### config.mk
export PLATFORM = sky130hd
export DESIGN_NAME = fpga_hub
export DESIGN_NICKNAME = d
export VERILOG_FILES = /design/src/source/hub_msg_pkg.sv /design/src/source/hub_route_pkg.sv /design/src/source/hub_sel_if.sv /design/src/source/hub_input_buffer.sv /design/src/source/hub_arbiter.sv /design/src/source/hub_router.sv /design/src/source/fpga_hub.sv
export VERILOG_INCLUDE_DIRS = /design/src /design/src/source
export SDC_FILE = /design/constraint.sdc
export NUM_CORES = 1
export LEC_CHECK = 0
export BUFFER_PORTS_ARGS = -buffer_cell sky130_fd_sc_hd__buf_2
export CAP_MARGIN = 20
export CORE_ASPECT_RATIO = 0.8
export CORE_UTILIZATION = 35
export DETAILED_ROUTE_END_ITERATION = 10
export SLEW_MARGIN = 20
export SYNTH_ARGS = -nofsm -noshare
export SYNTH_HDL_FRONTEND = slang
export SYNTH_SLANG_ARGS = --single-unit
### constraint.sdc
create_clock -name clk -period 8.2 [get_ports clk]
set_input_delay 1.64 -clock clk [delete_from_list [all_inputs] [get_ports clk]]
set_output_delay 1.64 -clock clk [all_outputs]
set_load 0.05 [all_outputs]
### src/source/hub_settings.svh
`ifndef HUB_SETTINGS_SVH
`define HUB_SETTINGS_SVH

// link count toward the leaf boards
`define HUB_DOWN_COUNT 4

// message field widths
`define HUB_FPGA_ID_WIDTH 4
`define HUB_FIFO_ID_WIDTH 2
`define HUB_ADDRESS_WIDTH 6
`define HUB_MSG_WIDTH 24

// direct flag, odd-cardinality flag and boundary flag
`define HUB_FLAG_BITS 3
`define HUB_PAYLOAD_WIDTH (`HUB_MSG_WIDTH - `HUB_FPGA_ID_WIDTH - `HUB_FIFO_ID_WIDTH \
    - `HUB_ADDRESS_WIDTH - `HUB_FLAG_BITS)

// words held by each input buffer
`define HUB_BUF_DEPTH 8

// downstream port k owns ids FIRST + k*IDS_PER_PORT and the next ones
`define HUB_FIRST_PORT_ID 1
`define HUB_IDS_PER_PORT 2

`endif

### src/source/hub_msg_pkg.sv
`include "hub_settings.svh"

package hub_msg_pkg;

    // message as it travels on every link, msb first
    typedef struct packed {
        logic [`HUB_FPGA_ID_WIDTH-1:0] dest_fpga_id;
        // all ones marks a stage controller message
        logic [`HUB_FIFO_ID_WIDTH-1:0] fifo_id;
        logic [`HUB_PAYLOAD_WIDTH-1:0] payload;
        // carried through, routed like any other message
        logic                          direct;
        logic [`HUB_ADDRESS_WIDTH-1:0] address;
        logic                          odd_cardinality;
        logic                          boundary;
    } hub_msg_t;

    // where the selected message came from
    typedef enum logic [1:0] {
        ORIGIN_NONE,
        ORIGIN_UP,
        ORIGIN_DOWN
    } hub_origin_e;

endpackage

### src/source/hub_route_pkg.sv
`include "hub_settings.svh"

package hub_route_pkg;

    // how the router treats a selected message
    typedef enum logic [1:0] {
        ROUTE_BCAST_DOWN,
        ROUTE_CTRL_UP,
        ROUTE_BY_ID
    } hub_route_e;

    // one bit per downstream port, top bit is the upstream link
    typedef logic [`HUB_DOWN_COUNT:0] hub_dest_t;

    // one-hot port owning the id, upstream when nobody owns it
    function automatic hub_dest_t port_for_id(input logic [`HUB_FPGA_ID_WIDTH-1:0] id);
        hub_dest_t dest;
        int unsigned lo;
        dest = '0;
        for (int k = 0; k < `HUB_DOWN_COUNT; k++) begin
            lo = `HUB_FIRST_PORT_ID + k * `HUB_IDS_PER_PORT;
            if (id >= lo && id < lo + `HUB_IDS_PER_PORT) begin
                dest[k] = 1'b1;
            end
        end
        if (dest == '0) begin
            dest[`HUB_DOWN_COUNT] = 1'b1;
        end
        return dest;
    endfunction

endpackage

### src/source/hub_sel_if.sv
// selected message handed from the arbiter to the router
interface hub_sel_if;

    hub_msg_pkg::hub_msg_t    msg;
    hub_msg_pkg::hub_origin_e origin;
    logic                     valid;

    // high when every output link can take a word
    logic                     ready;

    modport arb_mp (
        output msg,
        output origin,
        output valid,
        input  ready
    );

    modport rtr_mp (
        input  msg,
        input  origin,
        input  valid,
        output ready
    );

endinterface

### src/source/hub_input_buffer.sv
`include "hub_settings.svh"

module hub_input_buffer (
    input  logic                  clk,
    input  logic                  rst_n,
    input  hub_msg_pkg::hub_msg_t in_data,
    input  logic                  in_valid,
    output logic                  in_ready,
    output hub_msg_pkg::hub_msg_t out_data,
    output logic                  out_valid,
    input  logic                  out_taken,
    output logic                  empty
);

    localparam int DEPTH = `HUB_BUF_DEPTH;
    localparam int PTR_W = (DEPTH > 1) ? $clog2(DEPTH) : 1;
    localparam int CNT_W = $clog2(DEPTH + 1);

    hub_msg_pkg::hub_msg_t mem [DEPTH];
    logic [PTR_W-1:0] wr_ptr;
    logic [PTR_W-1:0] rd_ptr;
    logic [CNT_W-1:0] count;
    logic             push;
    logic             pop;

    assign in_ready  = (count != CNT_W'(DEPTH));
    assign empty     = (count == '0);
    assign out_valid = ~empty;
    assign out_data  = mem[rd_ptr];

    assign push = in_valid & in_ready;
    assign pop  = out_taken & out_valid;

    always_ff @(posedge clk) begin
        if (push) begin
            mem[wr_ptr] <= in_data;
        end
    end

    always_ff @(posedge clk or negedge rst_n) begin
        if (!rst_n) begin
            wr_ptr <= '0;
            rd_ptr <= '0;
            count  <= '0;
        end else begin
            if (push) begin
                wr_ptr <= (wr_ptr == PTR_W'(DEPTH - 1)) ? '0 : wr_ptr + 1'b1;
            end
            if (pop) begin
                rd_ptr <= (rd_ptr == PTR_W'(DEPTH - 1)) ? '0 : rd_ptr + 1'b1;
            end
            // simultaneous push and pop leaves the count alone
            if (push && !pop) begin
                count <= count + 1'b1;
            end else if (pop && !push) begin
                count <= count - 1'b1;
            end
        end
    end

endmodule

### src/source/hub_arbiter.sv
`include "hub_settings.svh"

module hub_arbiter (
    input  logic                      clk,
    input  logic                      rst_n,
    input  hub_msg_pkg::hub_msg_t     up_data,
    input  logic                      up_valid,
    output logic                      up_taken,
    input  hub_msg_pkg::hub_msg_t     down_data [`HUB_DOWN_COUNT],
    input  logic [`HUB_DOWN_COUNT-1:0] down_valid,
    output logic [`HUB_DOWN_COUNT-1:0] down_taken,
    hub_sel_if.arb_mp                 sel
);

    localparam int DOWN   = `HUB_DOWN_COUNT;
    localparam int IDX_W  = (DOWN > 1) ? $clog2(DOWN) : 1;
    localparam int LEAVES = 2 ** IDX_W;
    localparam int NODES  = 2 * LEAVES - 1;

    // heap ordered tree, node n has children 2n+1 and 2n+2, root is node 0
    wire                        node_valid [NODES];
    wire [IDX_W-1:0]            node_idx   [NODES];
    wire hub_msg_pkg::hub_msg_t node_msg   [NODES];

    for (genvar i = 0; i < LEAVES; i++) begin : g_leaf
        if (i < DOWN) begin : g_used
            assign node_valid[LEAVES-1+i] = down_valid[i];
            assign node_idx[LEAVES-1+i]   = IDX_W'(i);
            assign node_msg[LEAVES-1+i]   = down_data[i];
        end else begin : g_pad
            assign node_valid[LEAVES-1+i] = 1'b0;
            assign node_idx[LEAVES-1+i]   = '0;
            assign node_msg[LEAVES-1+i]   = '0;
        end
    end

    // left child holds the lower port numbers, so it wins
    for (genvar n = 0; n < LEAVES - 1; n++) begin : g_node
        assign node_valid[n] = node_valid[2*n+1] | node_valid[2*n+2];
        assign node_idx[n]   = node_valid[2*n+1] ? node_idx[2*n+1] : node_idx[2*n+2];
        assign node_msg[n]   = node_valid[2*n+1] ? node_msg[2*n+1] : node_msg[2*n+2];
    end

    // upstream head always goes first
    assign up_taken = sel.ready & up_valid;

    always_comb begin
        for (int i = 0; i < DOWN; i++) begin
            down_taken[i] = sel.ready & ~up_valid & node_valid[0]
                          & (node_idx[0] == IDX_W'(i));
        end
    end

    always_ff @(posedge clk) begin
        if (sel.ready) begin
            sel.msg <= up_valid ? up_data : node_msg[0];
        end
    end

    always_ff @(posedge clk or negedge rst_n) begin
        if (!rst_n) begin
            sel.valid  <= 1'b0;
            sel.origin <= hub_msg_pkg::ORIGIN_NONE;
        end else if (sel.ready) begin
            if (up_valid) begin
                sel.valid  <= 1'b1;
                sel.origin <= hub_msg_pkg::ORIGIN_UP;
            end else if (node_valid[0]) begin
                sel.valid  <= 1'b1;
                sel.origin <= hub_msg_pkg::ORIGIN_DOWN;
            end else begin
                sel.valid  <= 1'b0;
                sel.origin <= hub_msg_pkg::ORIGIN_NONE;
            end
        end
    end

endmodule

### src/source/hub_router.sv
`include "hub_settings.svh"

module hub_router (
    input  logic                       clk,
    input  logic                       rst_n,
    hub_sel_if.rtr_mp                  sel,
    input  logic                       all_ready,
    output hub_msg_pkg::hub_msg_t      out_msg,
    output hub_route_pkg::hub_dest_t   out_dest,
    input  logic [`HUB_DOWN_COUNT-1:0] down_odd,
    input  logic [`HUB_DOWN_COUNT-1:0] down_flying,
    input  logic                       hub_busy,
    output logic                       up_odd,
    output logic                       up_flying
);

    localparam int DOWN = `HUB_DOWN_COUNT;

    hub_route_pkg::hub_route_e route;
    hub_route_pkg::hub_dest_t  dest;
    logic                      is_ctrl;

    // selection only moves when every output can take the word
    assign sel.ready = all_ready;

    assign is_ctrl = (sel.msg.fifo_id == '1);

    // control traffic depends on direction, the rest goes by fpga id
    always_comb begin
        route = hub_route_pkg::ROUTE_BY_ID;
        if (is_ctrl) begin
            if (sel.origin == hub_msg_pkg::ORIGIN_UP) begin
                route = hub_route_pkg::ROUTE_BCAST_DOWN;
            end else if (sel.origin == hub_msg_pkg::ORIGIN_DOWN) begin
                route = hub_route_pkg::ROUTE_CTRL_UP;
            end
        end
    end

    always_comb begin
        case (route)
            hub_route_pkg::ROUTE_BCAST_DOWN: begin
                dest = {1'b0, {DOWN{1'b1}}};
            end
            hub_route_pkg::ROUTE_CTRL_UP: begin
                dest = {1'b1, {DOWN{1'b0}}};
            end
            default: begin
                dest = hub_route_pkg::port_for_id(sel.msg.dest_fpga_id);
            end
        endcase
    end

    always_ff @(posedge clk) begin
        if (all_ready) begin
            out_msg <= sel.msg;
        end
    end

    // one mask for every output, so a broadcast leaves as a single transfer
    always_ff @(posedge clk or negedge rst_n) begin
        if (!rst_n) begin
            out_dest <= '0;
        end else if (all_ready) begin
            out_dest <= sel.valid ? dest : '0;
        end
    end

    // status toward the stage controller
    always_ff @(posedge clk or negedge rst_n) begin
        if (!rst_n) begin
            up_odd    <= 1'b0;
            up_flying <= 1'b0;
        end else begin
            up_odd    <= |down_odd;
            up_flying <= (|down_flying) | hub_busy;
        end
    end

endmodule

### src/source/fpga_hub.sv
`include "hub_settings.svh"

module fpga_hub (
    input  logic                                    clk,
    input  logic                                    rst_n,

    input  logic [`HUB_MSG_WIDTH-1:0]               upstream_in_data,
    input  logic                                    upstream_in_valid,
    output logic                                    upstream_in_ready,
    output logic [`HUB_MSG_WIDTH-1:0]               upstream_out_data,
    output logic                                    upstream_out_valid,
    input  logic                                    upstream_out_ready,

    input  logic [`HUB_DOWN_COUNT*`HUB_MSG_WIDTH-1:0] downstream_in_data,
    input  logic [`HUB_DOWN_COUNT-1:0]              downstream_in_valid,
    output logic [`HUB_DOWN_COUNT-1:0]              downstream_in_ready,
    output logic [`HUB_DOWN_COUNT*`HUB_MSG_WIDTH-1:0] downstream_out_data,
    output logic [`HUB_DOWN_COUNT-1:0]              downstream_out_valid,
    input  logic [`HUB_DOWN_COUNT-1:0]              downstream_out_ready,

    input  logic [`HUB_DOWN_COUNT-1:0]              downstream_has_odd_clusters,
    input  logic [`HUB_DOWN_COUNT-1:0]              downstream_has_message_flying,
    output logic                                    upstream_has_odd_clusters,
    output logic                                    upstream_has_message_flying
);

    localparam int DOWN = `HUB_DOWN_COUNT;
    localparam int W    = `HUB_MSG_WIDTH;

    hub_sel_if sel_bus ();

    hub_msg_pkg::hub_msg_t    up_head;
    logic                     up_head_valid;
    logic                     up_taken;
    hub_msg_pkg::hub_msg_t    down_head [DOWN];
    logic [DOWN-1:0]          down_head_valid;
    logic [DOWN-1:0]          down_taken;
    // top bit is the upstream buffer
    logic [DOWN:0]            buf_empty;
    hub_msg_pkg::hub_msg_t    out_msg;
    hub_route_pkg::hub_dest_t out_dest;
    logic                     all_ready;
    logic                     hub_busy;

    hub_input_buffer u_up_buf (
        .clk       (clk),
        .rst_n     (rst_n),
        .in_data   (upstream_in_data),
        .in_valid  (upstream_in_valid),
        .in_ready  (upstream_in_ready),
        .out_data  (up_head),
        .out_valid (up_head_valid),
        .out_taken (up_taken),
        .empty     (buf_empty[DOWN])
    );

    for (genvar i = 0; i < DOWN; i++) begin : g_down_buf
        hub_input_buffer u_buf (
            .clk       (clk),
            .rst_n     (rst_n),
            .in_data   (downstream_in_data[i*W +: W]),
            .in_valid  (downstream_in_valid[i]),
            .in_ready  (downstream_in_ready[i]),
            .out_data  (down_head[i]),
            .out_valid (down_head_valid[i]),
            .out_taken (down_taken[i]),
            .empty     (buf_empty[i])
        );
    end

    hub_arbiter u_arbiter (
        .clk        (clk),
        .rst_n      (rst_n),
        .up_data    (up_head),
        .up_valid   (up_head_valid),
        .up_taken   (up_taken),
        .down_data  (down_head),
        .down_valid (down_head_valid),
        .down_taken (down_taken),
        .sel        (sel_bus.arb_mp)
    );

    assign all_ready = (&downstream_out_ready) & upstream_out_ready;
    // anything sitting in a buffer, the selection or the output stage
    assign hub_busy  = ~(&buf_empty) | sel_bus.valid | (|out_dest);

    hub_router u_router (
        .clk         (clk),
        .rst_n       (rst_n),
        .sel         (sel_bus.rtr_mp),
        .all_ready   (all_ready),
        .out_msg     (out_msg),
        .out_dest    (out_dest),
        .down_odd    (downstream_has_odd_clusters),
        .down_flying (downstream_has_message_flying),
        .hub_busy    (hub_busy),
        .up_odd      (upstream_has_odd_clusters),
        .up_flying   (upstream_has_message_flying)
    );

    // same word on every link, the mask picks who sees it
    for (genvar i = 0; i < DOWN; i++) begin : g_fanout
        assign downstream_out_data[i*W +: W] = out_msg;
    end

    assign downstream_out_valid = out_dest[DOWN-1:0];
    assign upstream_out_data    = out_msg;
    assign upstream_out_valid   = out_dest[DOWN];

endmodule

==> impl_metrics.ini, run 1 <==
[clock_tree]
cts_sinks = 1068
cts-root-buf = clkbuf_16
tritoncts = built
clk_latency_ps = 710
cts_buffers = 103
cts_setup_buffers = 0
postCtsResizedCells = 0
clk_pin_slew_ps = 60
htree_levels = 3
cts_hold_buf = 0
clockBufferDepth = 3

[run]
cap_violations = 0

[placed_design]
place.port_buffers = 271
gp_congestion = 0.766
dpl_cell_area_mm2 = 0.0450
hpwl_mm = 62.2
dp.cells = 3782

[setup_path]
worst_path_max_delay_cell = buf_4
crit_fanout = 50
cp.required_ps = 8760
cp.arrival_ps = 4600
cp-start-kind = input pin
crit_path_end_kind = flop
crit_chain = buf_2 > nand3_1 > or2_2 > inv_2 > buf_4 > nand2_1 > ha_1 > inv_1 > ha_1 > a21o_1 > a21oi_1 > xnor2_1 > nor2_1 > xor2_1
crit_type = in2reg
cpMostUsedCell = ha_1
slowest_delay_ps = 580

[worst_hold_path]
hold_path.class = reg2reg

[floorplan]
rows = 113
die_h_um = 312
initial_core_util_pct = 35.4
die_area_mm2 = 0.122
design.core.area_mm2 = 0.119
fp.dieW_um = 390
io_pins = 272

[routing]
dr_total_vias = 20300
viasPerCell = 5.09
wire_per_inst_um = 24.9
antenna_left = 0
route.detailed.drc = 0
first_pass_iters = 5
drt_iter0_drc = 1764
finalWirelength_mm = 99.4

[sta]
clock_skew_ps = 51.2
worstMarginPinSlew_ps = 1080
setup_viol = 0
finalCritPeriodShare_pct = 49.3
period_needed_ps = 4040
setup_tns_ps = 0
clock.fmax_mhz = 247
hold_slack_ps = 419
relSlewSlack_pct = 27.7
final_hold_viol_count = 0
rsz0062_at_grt = no
drv_slew = 0

[logic_synthesis]
synth-seq-area-share_pct = 75.4
yosysMostFrequentCell = edfxtp_1
yosysTopAreaCell = edfxtp_1
ys_ff_latch = 1068
synthTopCellsByCount = edfxtp_1 (1,008), mux4_2 (240), buf_4 (100)
ys_async_sr_fraction_pct = 5.62
synthTopCellsByArea = edfxtp_1 (72%), mux4_2 (13%), dfrtp_1 (3.6%)
synth_area_mm2 = 0.0421
syn_area_per_cell_um2 = 20.6
yosysUniqueCellTypes = 39
synth-main-ff-cell = edfxtp_1
yosys_warnings = 0
synth.top_cell.area_share_pct = 71.9
synth-edff-count = 1008
synth_cells = 2041
syn_nets = 2222

[power]
ir_worst_vdd_mv = 0.174
finalPower_w = 0.0147
leakagePower_nw = 15.7
power_density_mw_per_mm2 = 302

[finish]
drive_gt1_share_pct = 33.8
n_fill_cell = 10500
area_growth_pct = 15.5
final_area_mm2 = 0.0487
fin_cells = 3983
fin_nets = 2458

[run_status]
status = finished, final reports clean

[global_route]
grt_max_degree = 61
grt_pass1_wl_mm = 144
grt_overflow = 0
track_usage_pct = 16.3
antenna_found_initial = 38
grt_pass1_vias = 20500
per-layer routing:
metal	wire length [µm]	vias to the layer above	track usage (%)
li1	-	8740	-
met1	41400	10700	22.5
met2	46200	662	24.9
met3	8580	188	4.44
met4	2950	30	5.79
met5	179	-	0
registers in the layout, indices dropped and copies added (netlist names), 4 cells and up:
signal,flops
g_down_buf.u_buf.mem,768
u_up_buf.mem,192
u_arbiter.sel.msg,24
u_router.out_msg,24
g_down_buf.u_buf.count,16
g_down_buf.u_buf.rd_ptr,12
g_down_buf.u_buf.wr_ptr,12
u_router.out_dest,5
u_up_buf.count,4
critical path: cells and delay by family:
kind	cells	cell delay (ps)
fa+ha+maj	2	550
buf+inv	4	870
xor+xnor	2	270
simple gates	4	850
compound gates	2	350
metrics by stage:
| stage | utilization [%] | setup WS (ps) |
|---|---|---|
| 6_report | 40.9 | 4160 |
| 5_1_grt | 40.9 | 3890 |
| 4_1_cts | 40.8 | 4210 |
| 3_5_place_dp | 37.8 | 3470 |
| 2_1_floorplan | - | 3360 |
| 3_3_place_gp | 37.8 | 3460 |
kinds of logic after synthesis:
| kind of cell | share of synthesized area, % |
|---|---|
| buffers and inverters | 2.77 |
| AO/OA/AOI/OAI | 1.76 |
| flip-flops | 75.4 |
| XOR/XNOR | 0.458 |
| AND/OR/NAND/NOR | 2.57 |
| adder cells (fa/ha/maj) | 1.31 |
| multiplexers | 15.7 |
power by group:
part           internal, W  total (W)  leakage [nW]  switching (W)
sequential         0.00686    0.00720          9.87       0.000339
clock              0.00299    0.00505          1.76        0.00206
combinational     0.000934    0.00246          4.03        0.00152
final timing paths:
path                                                          start                                        end  slack, ps  cells after the start
max                                         downstream_out_ready[0]              u_up_buf.count[3]$_DFFE_PN0P_       4160                     14
min                                  u_arbiter.sel.msg[1]$_DFFE_PP_              u_router.out_msg[1]$_DFFE_PP_        420                      0
max reg2reg                g_down_buf[0].u_buf.count[2]$_DFFE_PN0P_   g_down_buf[2].u_buf.count[3]$_DFFE_PN0P_       4260                     12
min reg2reg                          u_arbiter.sel.msg[1]$_DFFE_PP_              u_router.out_msg[1]$_DFFE_PP_        420                      0
max in group asynchronous                                     rst_n  g_down_buf[2].u_buf.rd_ptr[1]$_DFFE_PN0P_       6440                      1
min in group asynchronous                                     rst_n                  u_router.up_odd$_DFF_PN0_       1050                      1
cell usage in the layout (no fill, tap or decap), types with 18 or more instances in the layout:
cell       netlist  final
buf_4          100     50
clkinv_2         0     18
nor2_1          50     35
nor3_1          44     24
ha_1            36     36
a21oi_1         51     51
mux2_2          25     25
clkbuf_1        56     19
nor4_1          26     19
mux4_2         240    240
bufinv_16        0     20
clkbuf_16        0    104
mux2i_1         89     89
dfrtp_1         60     49
nor3_2           0     20
edfxtp_1      1008   1008
nand2_1         57     57
buf_2           15    270
o21ai_0         19     19
o22ai_1         23     23
nand2b_1        30     29
area by class of cell:
type / instances / area [µm²] / area share, %
tap: 1610 / 2010 / 4.14
timing repair buffer: 320 / 1730 / 3.55
antenna: 8 / 20.0 / 0.0411
clock buffer: 125 / 2700 / 5.55
sequential: 1068 / 31800 / 65.3
inverter: 17 / 63.8 / 0.131
clock inverter: 68 / 917 / 1.89
multi-input combinational: 767 / 9420 / 19.4
Note: power is estimated with default switching activity, not from simulation.
==> run 2, diff against run 1 <==
==> constraint.sdc (replaced) <==
create_clock -name clk -period 3.5 [get_ports clk]
set_input_delay 0.7 -clock clk [delete_from_list [all_inputs] [get_ports clk]]
set_output_delay 0.7 -clock clk [all_outputs]
set_load 0.05 [all_outputs]
==> impl_metrics.ini, run 2 (synthesis gave the netlist of run 1 again) <==
[setup_path]
cp.required_ps = 4050
crit_family = simple AND/OR/NAND/NOR gates
cpMostUsedCell = ha_1
crit_chain = nor3_1 > nand2b_2 > buf_4 > nand2_1 > ha_1 > inv_1 > ha_1 > a21o_1 > a21oi_1 > xnor2_1 > nor2_1 > xor2_1
r2r-start = u_up_buf.count[0]$_DFFE_PN0P_
crit_fanout = 37
path_buf_inv = 2
r2r_cells = 12
slowest_delay_ps = 490
cp-start-kind = flop
cp.arrival_ps = 3840
r2r_setup_slack_ps = 210
crit_type = reg2reg
timing.rr.end = u_up_buf.count[3]$_DFFE_PN0P_
worst_path_max_delay_cell = buf_4
crit_path_end_kind = flop

[placed_design]
dp_worst_setup_slack_ps = 194
hpwl_mm = 64.2
gp_congestion = 0.793
dpl_cell_area_mm2 = 0.0456
dp.cells = 3842
place.port_buffers = 271

[finish]
fin_cells = 4047
final_area_mm2 = 0.0492
largest_reg_flops = 768
area_growth_pct = 16.8
multiInputGateArea_mm2 = 0.00939
largest-register = g_down_buf.u_buf.mem
seq_area_mm2 = 0.0318
reg.largest.list = g_down_buf.u_buf.mem (768), u_up_buf.mem (192)
final_cell_mix = edfxtp_1 (1,008), buf_2 (270), mux4_2 (240)
drive_gt1_share_pct = 35.7
n_fill_cell = 10400
final_common_cell = edfxtp_1
fin_nets = 2519

[clock_tree]
clk_pin_slew_ps = 60
cts_sinks = 1068
cts_buffers = 104
cts_setup_buffers = 0
postCtsResizedCells = 0
cts_hold_buf = 0
clockBufferDepth = 3
tritoncts = built
clk_latency_ps = 730
htree_levels = 3
cts-root-buf = clkbuf_16

[global_route]
track_usage_pct = 16.4
grt_pass1_vias = 21100
grt_overflow = 0
antenna_found_initial = 34
grt_max_degree = 61
grt_pass1_wl_mm = 144

[floorplan]
die_h_um = 312
io_pins = 272
rows = 113
initial_core_util_pct = 35.4
design.core.area_mm2 = 0.119
die_area_mm2 = 0.122
fp.dieW_um = 390

[sta]
worstMarginPinSlew_ps = 955
rsz0062_at_grt = no
relSlewSlack_pct = 36.3
setup_ws_ps = 213
final_hold_viol_count = 0
clock.fmax_mhz = 304
drv_slew = 0
finalCritPeriodShare_pct = 93.9
clock_skew_ps = 56.0
setup_tns_ps = 0
period_needed_ps = 3290
setup_viol = 0

[routing]
wire_per_inst_um = 24.7
drt_iter0_drc = 1863
antenna_left = 0
route.detailed.drc = 0
finalWirelength_mm = 99.8
dr_total_vias = 20500
first_pass_iters = 5
viasPerCell = 5.06

[power]
ir_worst_vdd_mv = 0.410
leakagePower_nw = 16.0
power_density_mw_per_mm2 = 699

[worst_hold_path]
hold_path.class = in2async

[run_status]
status = finished, final reports clean

[run]
cap_violations = 0
run 2: cell types whose count changed in the layout (fill, tap and decap cells not counted), sizes merged:
| cell | previous run | this run |
|---|---|---|
| buf | 320 | 380 |
| clkinv | 39 | 53 |
| bufinv | 20 | 14 |
| clkbuf | 125 | 120 |
| clkinvlp | 5 | 8 |
| inv | 21 | 19 |
run 2: where the power goes:
part | total, W | internal [W] | switching [W] | leakage (nW)
clock | 0.0115 | 0.00667 | 0.00487 | 1.74
combinational | 0.00590 | 0.00236 | 0.00354 | 4.38
sequential | 0.0169 | 0.0161 | 0.000890 | 9.87
run 2: final cells by class:
cell class	instances	share of cell area (%)
multi-input combinational	767	19.1
tap	1610	4.10
clock inverter	77	1.70
antenna	8	0.0407
timing repair buffer	380	4.73
clock buffer	120	5.56
inverter	17	0.137
sequential	1068	64.6
run 2: worst max-delay path by stage:
stage / start / end / cells after the start
after detailed placement: upstream_out_ready / g_down_buf[1].u_buf.count[3]$_DFFE_PN0P_ / 12
after global routing: u_up_buf.count[0]$_DFFE_PN0P_ / u_up_buf.count[3]$_DFFE_PN0P_ / 12
after global placement: upstream_out_ready / g_down_buf[3].u_buf.count[3]$_DFFE_PN0P_ / 14
after floorplan: u_up_buf.count[0]$_DFFE_PN0P_ / u_up_buf.mem[1][0]$_DFFE_PP_ / 6
final: u_up_buf.count[0]$_DFFE_PN0P_ / u_up_buf.count[3]$_DFFE_PN0P_ / 12
after CTS: u_up_buf.count[0]$_DFFE_PN0P_ / u_up_buf.count[3]$_DFFE_PN0P_ / 12
run 2: metal layers:
layer / track usage (%) / vias to the layer above / wire (µm)
met5: 0 / - / 230
met4: 4.63 / 36 / 2500
met3: 4.37 / 186 / 7170
met2: 26.1 / 553 / 47600
met1: 22.0 / 10900 / 42300
li1: - / 8865 / -
run 2: metrics by stage:
step           utilization, %  power (W)  hold slack, ps
5_1_grt                  41.3     0.0357             166
2_1_floorplan               -     0.0206             400
4_1_cts                  41.3     0.0347             123
6_report                 41.3     0.0344             136
3_5_place_dp             38.3     0.0232             405
3_3_place_gp             38.3     0.0229             403
==> run 3, diff against run 2 <==
--- a/config.mk
+++ b/config.mk
@@ -14,4 +14,5 @@
 export SLEW_MARGIN = 20
 export SYNTH_ARGS = -nofsm -noshare
 export SYNTH_HDL_FRONTEND = slang
+export SYNTH_HIERARCHICAL = 1
 export SYNTH_SLANG_ARGS = --single-unit
==> impl_metrics.ini, run 3 <==
[run_status]
status = finished, final reports clean

[routing]
wl_met1_mm = 44.0
viasPerCell = 5.18
first_pass_iters = 5
met3_length_mm = 6.89
top_layer_used = met5
antenna_left = 0
dr_wl_met2_mm = 50.1
dr_total_vias = 21100
wire_per_inst_um = 25.3
finalWirelength_mm = 103
route.detailed.drc = 0
drt_iter0_drc = 1776

[finish]
seq_area_mm2 = 0.0318
drive_gt1_share_pct = 30.5
final_cell_mix = edfxtp_1 (1,008), buf_2 (270), mux4_1 (235)
final_area_mm2 = 0.0505
fin_nets = 2506
reg.largest.list = g_down_buf.u_buf/mem (768), u_up_buf/mem (192)
n_fill_cell = 10800
area_growth_pct = 14.6
largest_reg_flops = 768
multiInputGateArea_mm2 = 0.0110
fin_util_pct = 40.4
final_common_cell = edfxtp_1
largest-register = g_down_buf.u_buf/mem

[power]
finalPower_w = 0.0349
ir_worst_vdd_mv = 0.518
power_density_mw_per_mm2 = 691
leakagePower_nw = 16.9

[setup_path]
slowest_delay_ps = 610
crit_fanout = 6
crit_path_end_kind = flop
crit_chain = or4_4 > nor3_4 > and4_1 > nand2_2 > ha_1 > inv_1 > ha_1 > or4_1 > o211ai_1 > o211ai_1
endpoint = g_down_buf[3].u_buf/count[3]$_DFFE_PN0P_
timing.rr.end = g_down_buf[3].u_buf/count[3]$_DFFE_PN0P_
crit_family = simple AND/OR/NAND/NOR gates
cp.arrival_ps = 3900
cp.required_ps = 4070
crit_type = reg2reg
r2r_setup_slack_ps = 170
worst_path_max_delay_cell = or4_4
r2r_cells = 10
cp-start-kind = flop
cp-startpoint = g_down_buf[0].u_buf/count[0]$_DFFE_PN0P_
r2r-start = g_down_buf[0].u_buf/count[0]$_DFFE_PN0P_
path_buf_inv = 1
cp_num_cells = 10

[clock_tree]
cts-root-buf = clkbuf_16
cts_setup_buffers = 0
clk_pin_slew_ps = 60
cts_sinks = 1068
tritoncts = built
clk_latency_ps = 710
cts_buffers = 106
htree_levels = 3
clockBufferDepth = 3

[sta]
worstMarginPinSlew_ps = 1020
hold_slack_ps = 89.2
setup_tns_ps = 0
clock.fmax_mhz = 300
setup_viol = 0
relSlewSlack_pct = 32.2
rsz0062_at_grt = no
finalCritPeriodShare_pct = 95.2
clock_skew_ps = 40.6
period_needed_ps = 3330
final_hold_viol_count = 0
drv_slew = 0

[logic_synthesis]
yosysUniqueCellTypes = 56
ys_async_sr_fraction_pct = 5.62
synthTopCellsByCount = edfxtp_1 (1,008), mux4_1 (235), mux2_2 (154)
yosysMostFrequentCell = edfxtp_1
syn_area_per_cell_um2 = 21.3
yosys_warnings = 6
synth.top_cell.area_share_pct = 68.7
ys_ff_latch = 1068
synth-main-ff-cell = edfxtp_1
synthTopCellsByArea = edfxtp_1 (69%), mux4_1 (14%), mux2_2 (3.9%)
synth_cells = 2064
syn_nets = 2245
synth-edff-count = 1008
synth_area_mm2 = 0.0440
yosysTopAreaCell = edfxtp_1
synth-seq-area-share_pct = 72.2

[run]
cap_violations = 0

[global_route]
track_usage_pct = 16.0
antenna_found_initial = 33
grt_pass1_wl_mm = 147
grt_overflow = 0
grt_pass1_vias = 21000
grt_max_degree = 61

[floorplan]
die_h_um = 319
fp.dieW_um = 399
io_pins = 272
design.core.area_mm2 = 0.125
die_area_mm2 = 0.127
rows = 116
initial_core_util_pct = 35.2

[worst_hold_path]
hold_path.class = in2async

[placed_design]
gp_congestion = 0.797
dpl_cell_area_mm2 = 0.0470
place.port_buffers = 271
hpwl_mm = 65.1
## run 3: cell count changes after synthesis, moves of 22 or more
cell      previous run  this run
buf_6                0        36
clkbuf_1            56        30
mux2_2              25       154
mux2i_1             89         5
mux4_1               0       235
mux4_2             240         5
o22ai_1             23         1
## run 3: layout make-up
| class | count | area share [%] |
|---|---|---|
| tap | 1652 | 4.10 |
| clock buffer | 136 | 5.69 |
| clock inverter | 60 | 1.22 |
| inverter | 21 | 0.156 |
| multi-input combinational | 783 | 21.9 |
| antenna | 2 | 0.00992 |
| sequential | 1068 | 63.0 |
| timing repair buffer | 345 | 3.97 |
## run 3: per-layer routing
metal | up-vias | track usage, %
li1 | 9183 | -
met1 | 11000 | 21.3
met2 | 655 | 26.2
met3 | 171 | 4.17
met4 | 36 | 3.53
met5 | - | 0
## run 3: cells by family (layout without fill, tap and decap cells)
family | Yosys count | count (layout) | synth area share (%)
DFF | 1068 | 1068 | 72.2
and+or+nand+nor | 194 | 194 | 2.48
adders and majority gates | 41 | 41 | 1.25
muxes | 399 | 399 | 18.3
buffers and inverters | 213 | 562 | 3.30
xor gates and xnor gates | 11 | 11 | 0.219
AOI/OAI and AO/OA | 138 | 138 | 2.27
other | 0 | 2 | 0
## run 3: worst min-delay path by stage
stage,start,end,cells past startpoint,slack [ps]
after floorplan,rst_n,g_down_buf[0].u_buf/count[0]$_DFFE_PN0P_,0,400
after global placement,u_arbiter/sel.msg[11]$_DFFE_PP_,u_router/out_msg[11]$_DFFE_PP_,0,410
after detailed placement,u_arbiter/sel.msg[11]$_DFFE_PP_,u_router/out_msg[11]$_DFFE_PP_,0,410
after CTS,rst_n,u_router/up_flying$_DFF_PN0_,1,100
after global routing,rst_n,u_router/up_flying$_DFF_PN0_,1,140
final,rst_n,u_router/up_flying$_DFF_PN0_,1,90
## run 3: timing repair
item,CTS,global route
endpoints found under the hold margin,0,0
endpoints found under the setup margin,0,3
hold buffers,0,0
resized for setup,0,4
## run 3: stage by stage
step | std cells | worst slack (ps)
2_1_floorplan | 2064 | -48.8
3_3_place_gp | 3869 | 213
3_5_place_dp | 3869 | 83.5
4_1_cts | 4065 | 55.9
5_1_grt | 4065 | 32.3
6_report | 4067 | 169
## run 3: power breakdown
part	internal [W]	leakage, nW	total, W	switching, W
clock network	0.00649	1.69	0.0113	0.00482
registers	0.0161	9.88	0.0170	0.000888
logic	0.00279	5.32	0.00660	0.00381
total	0.0254	16.9	0.0349	0.00951
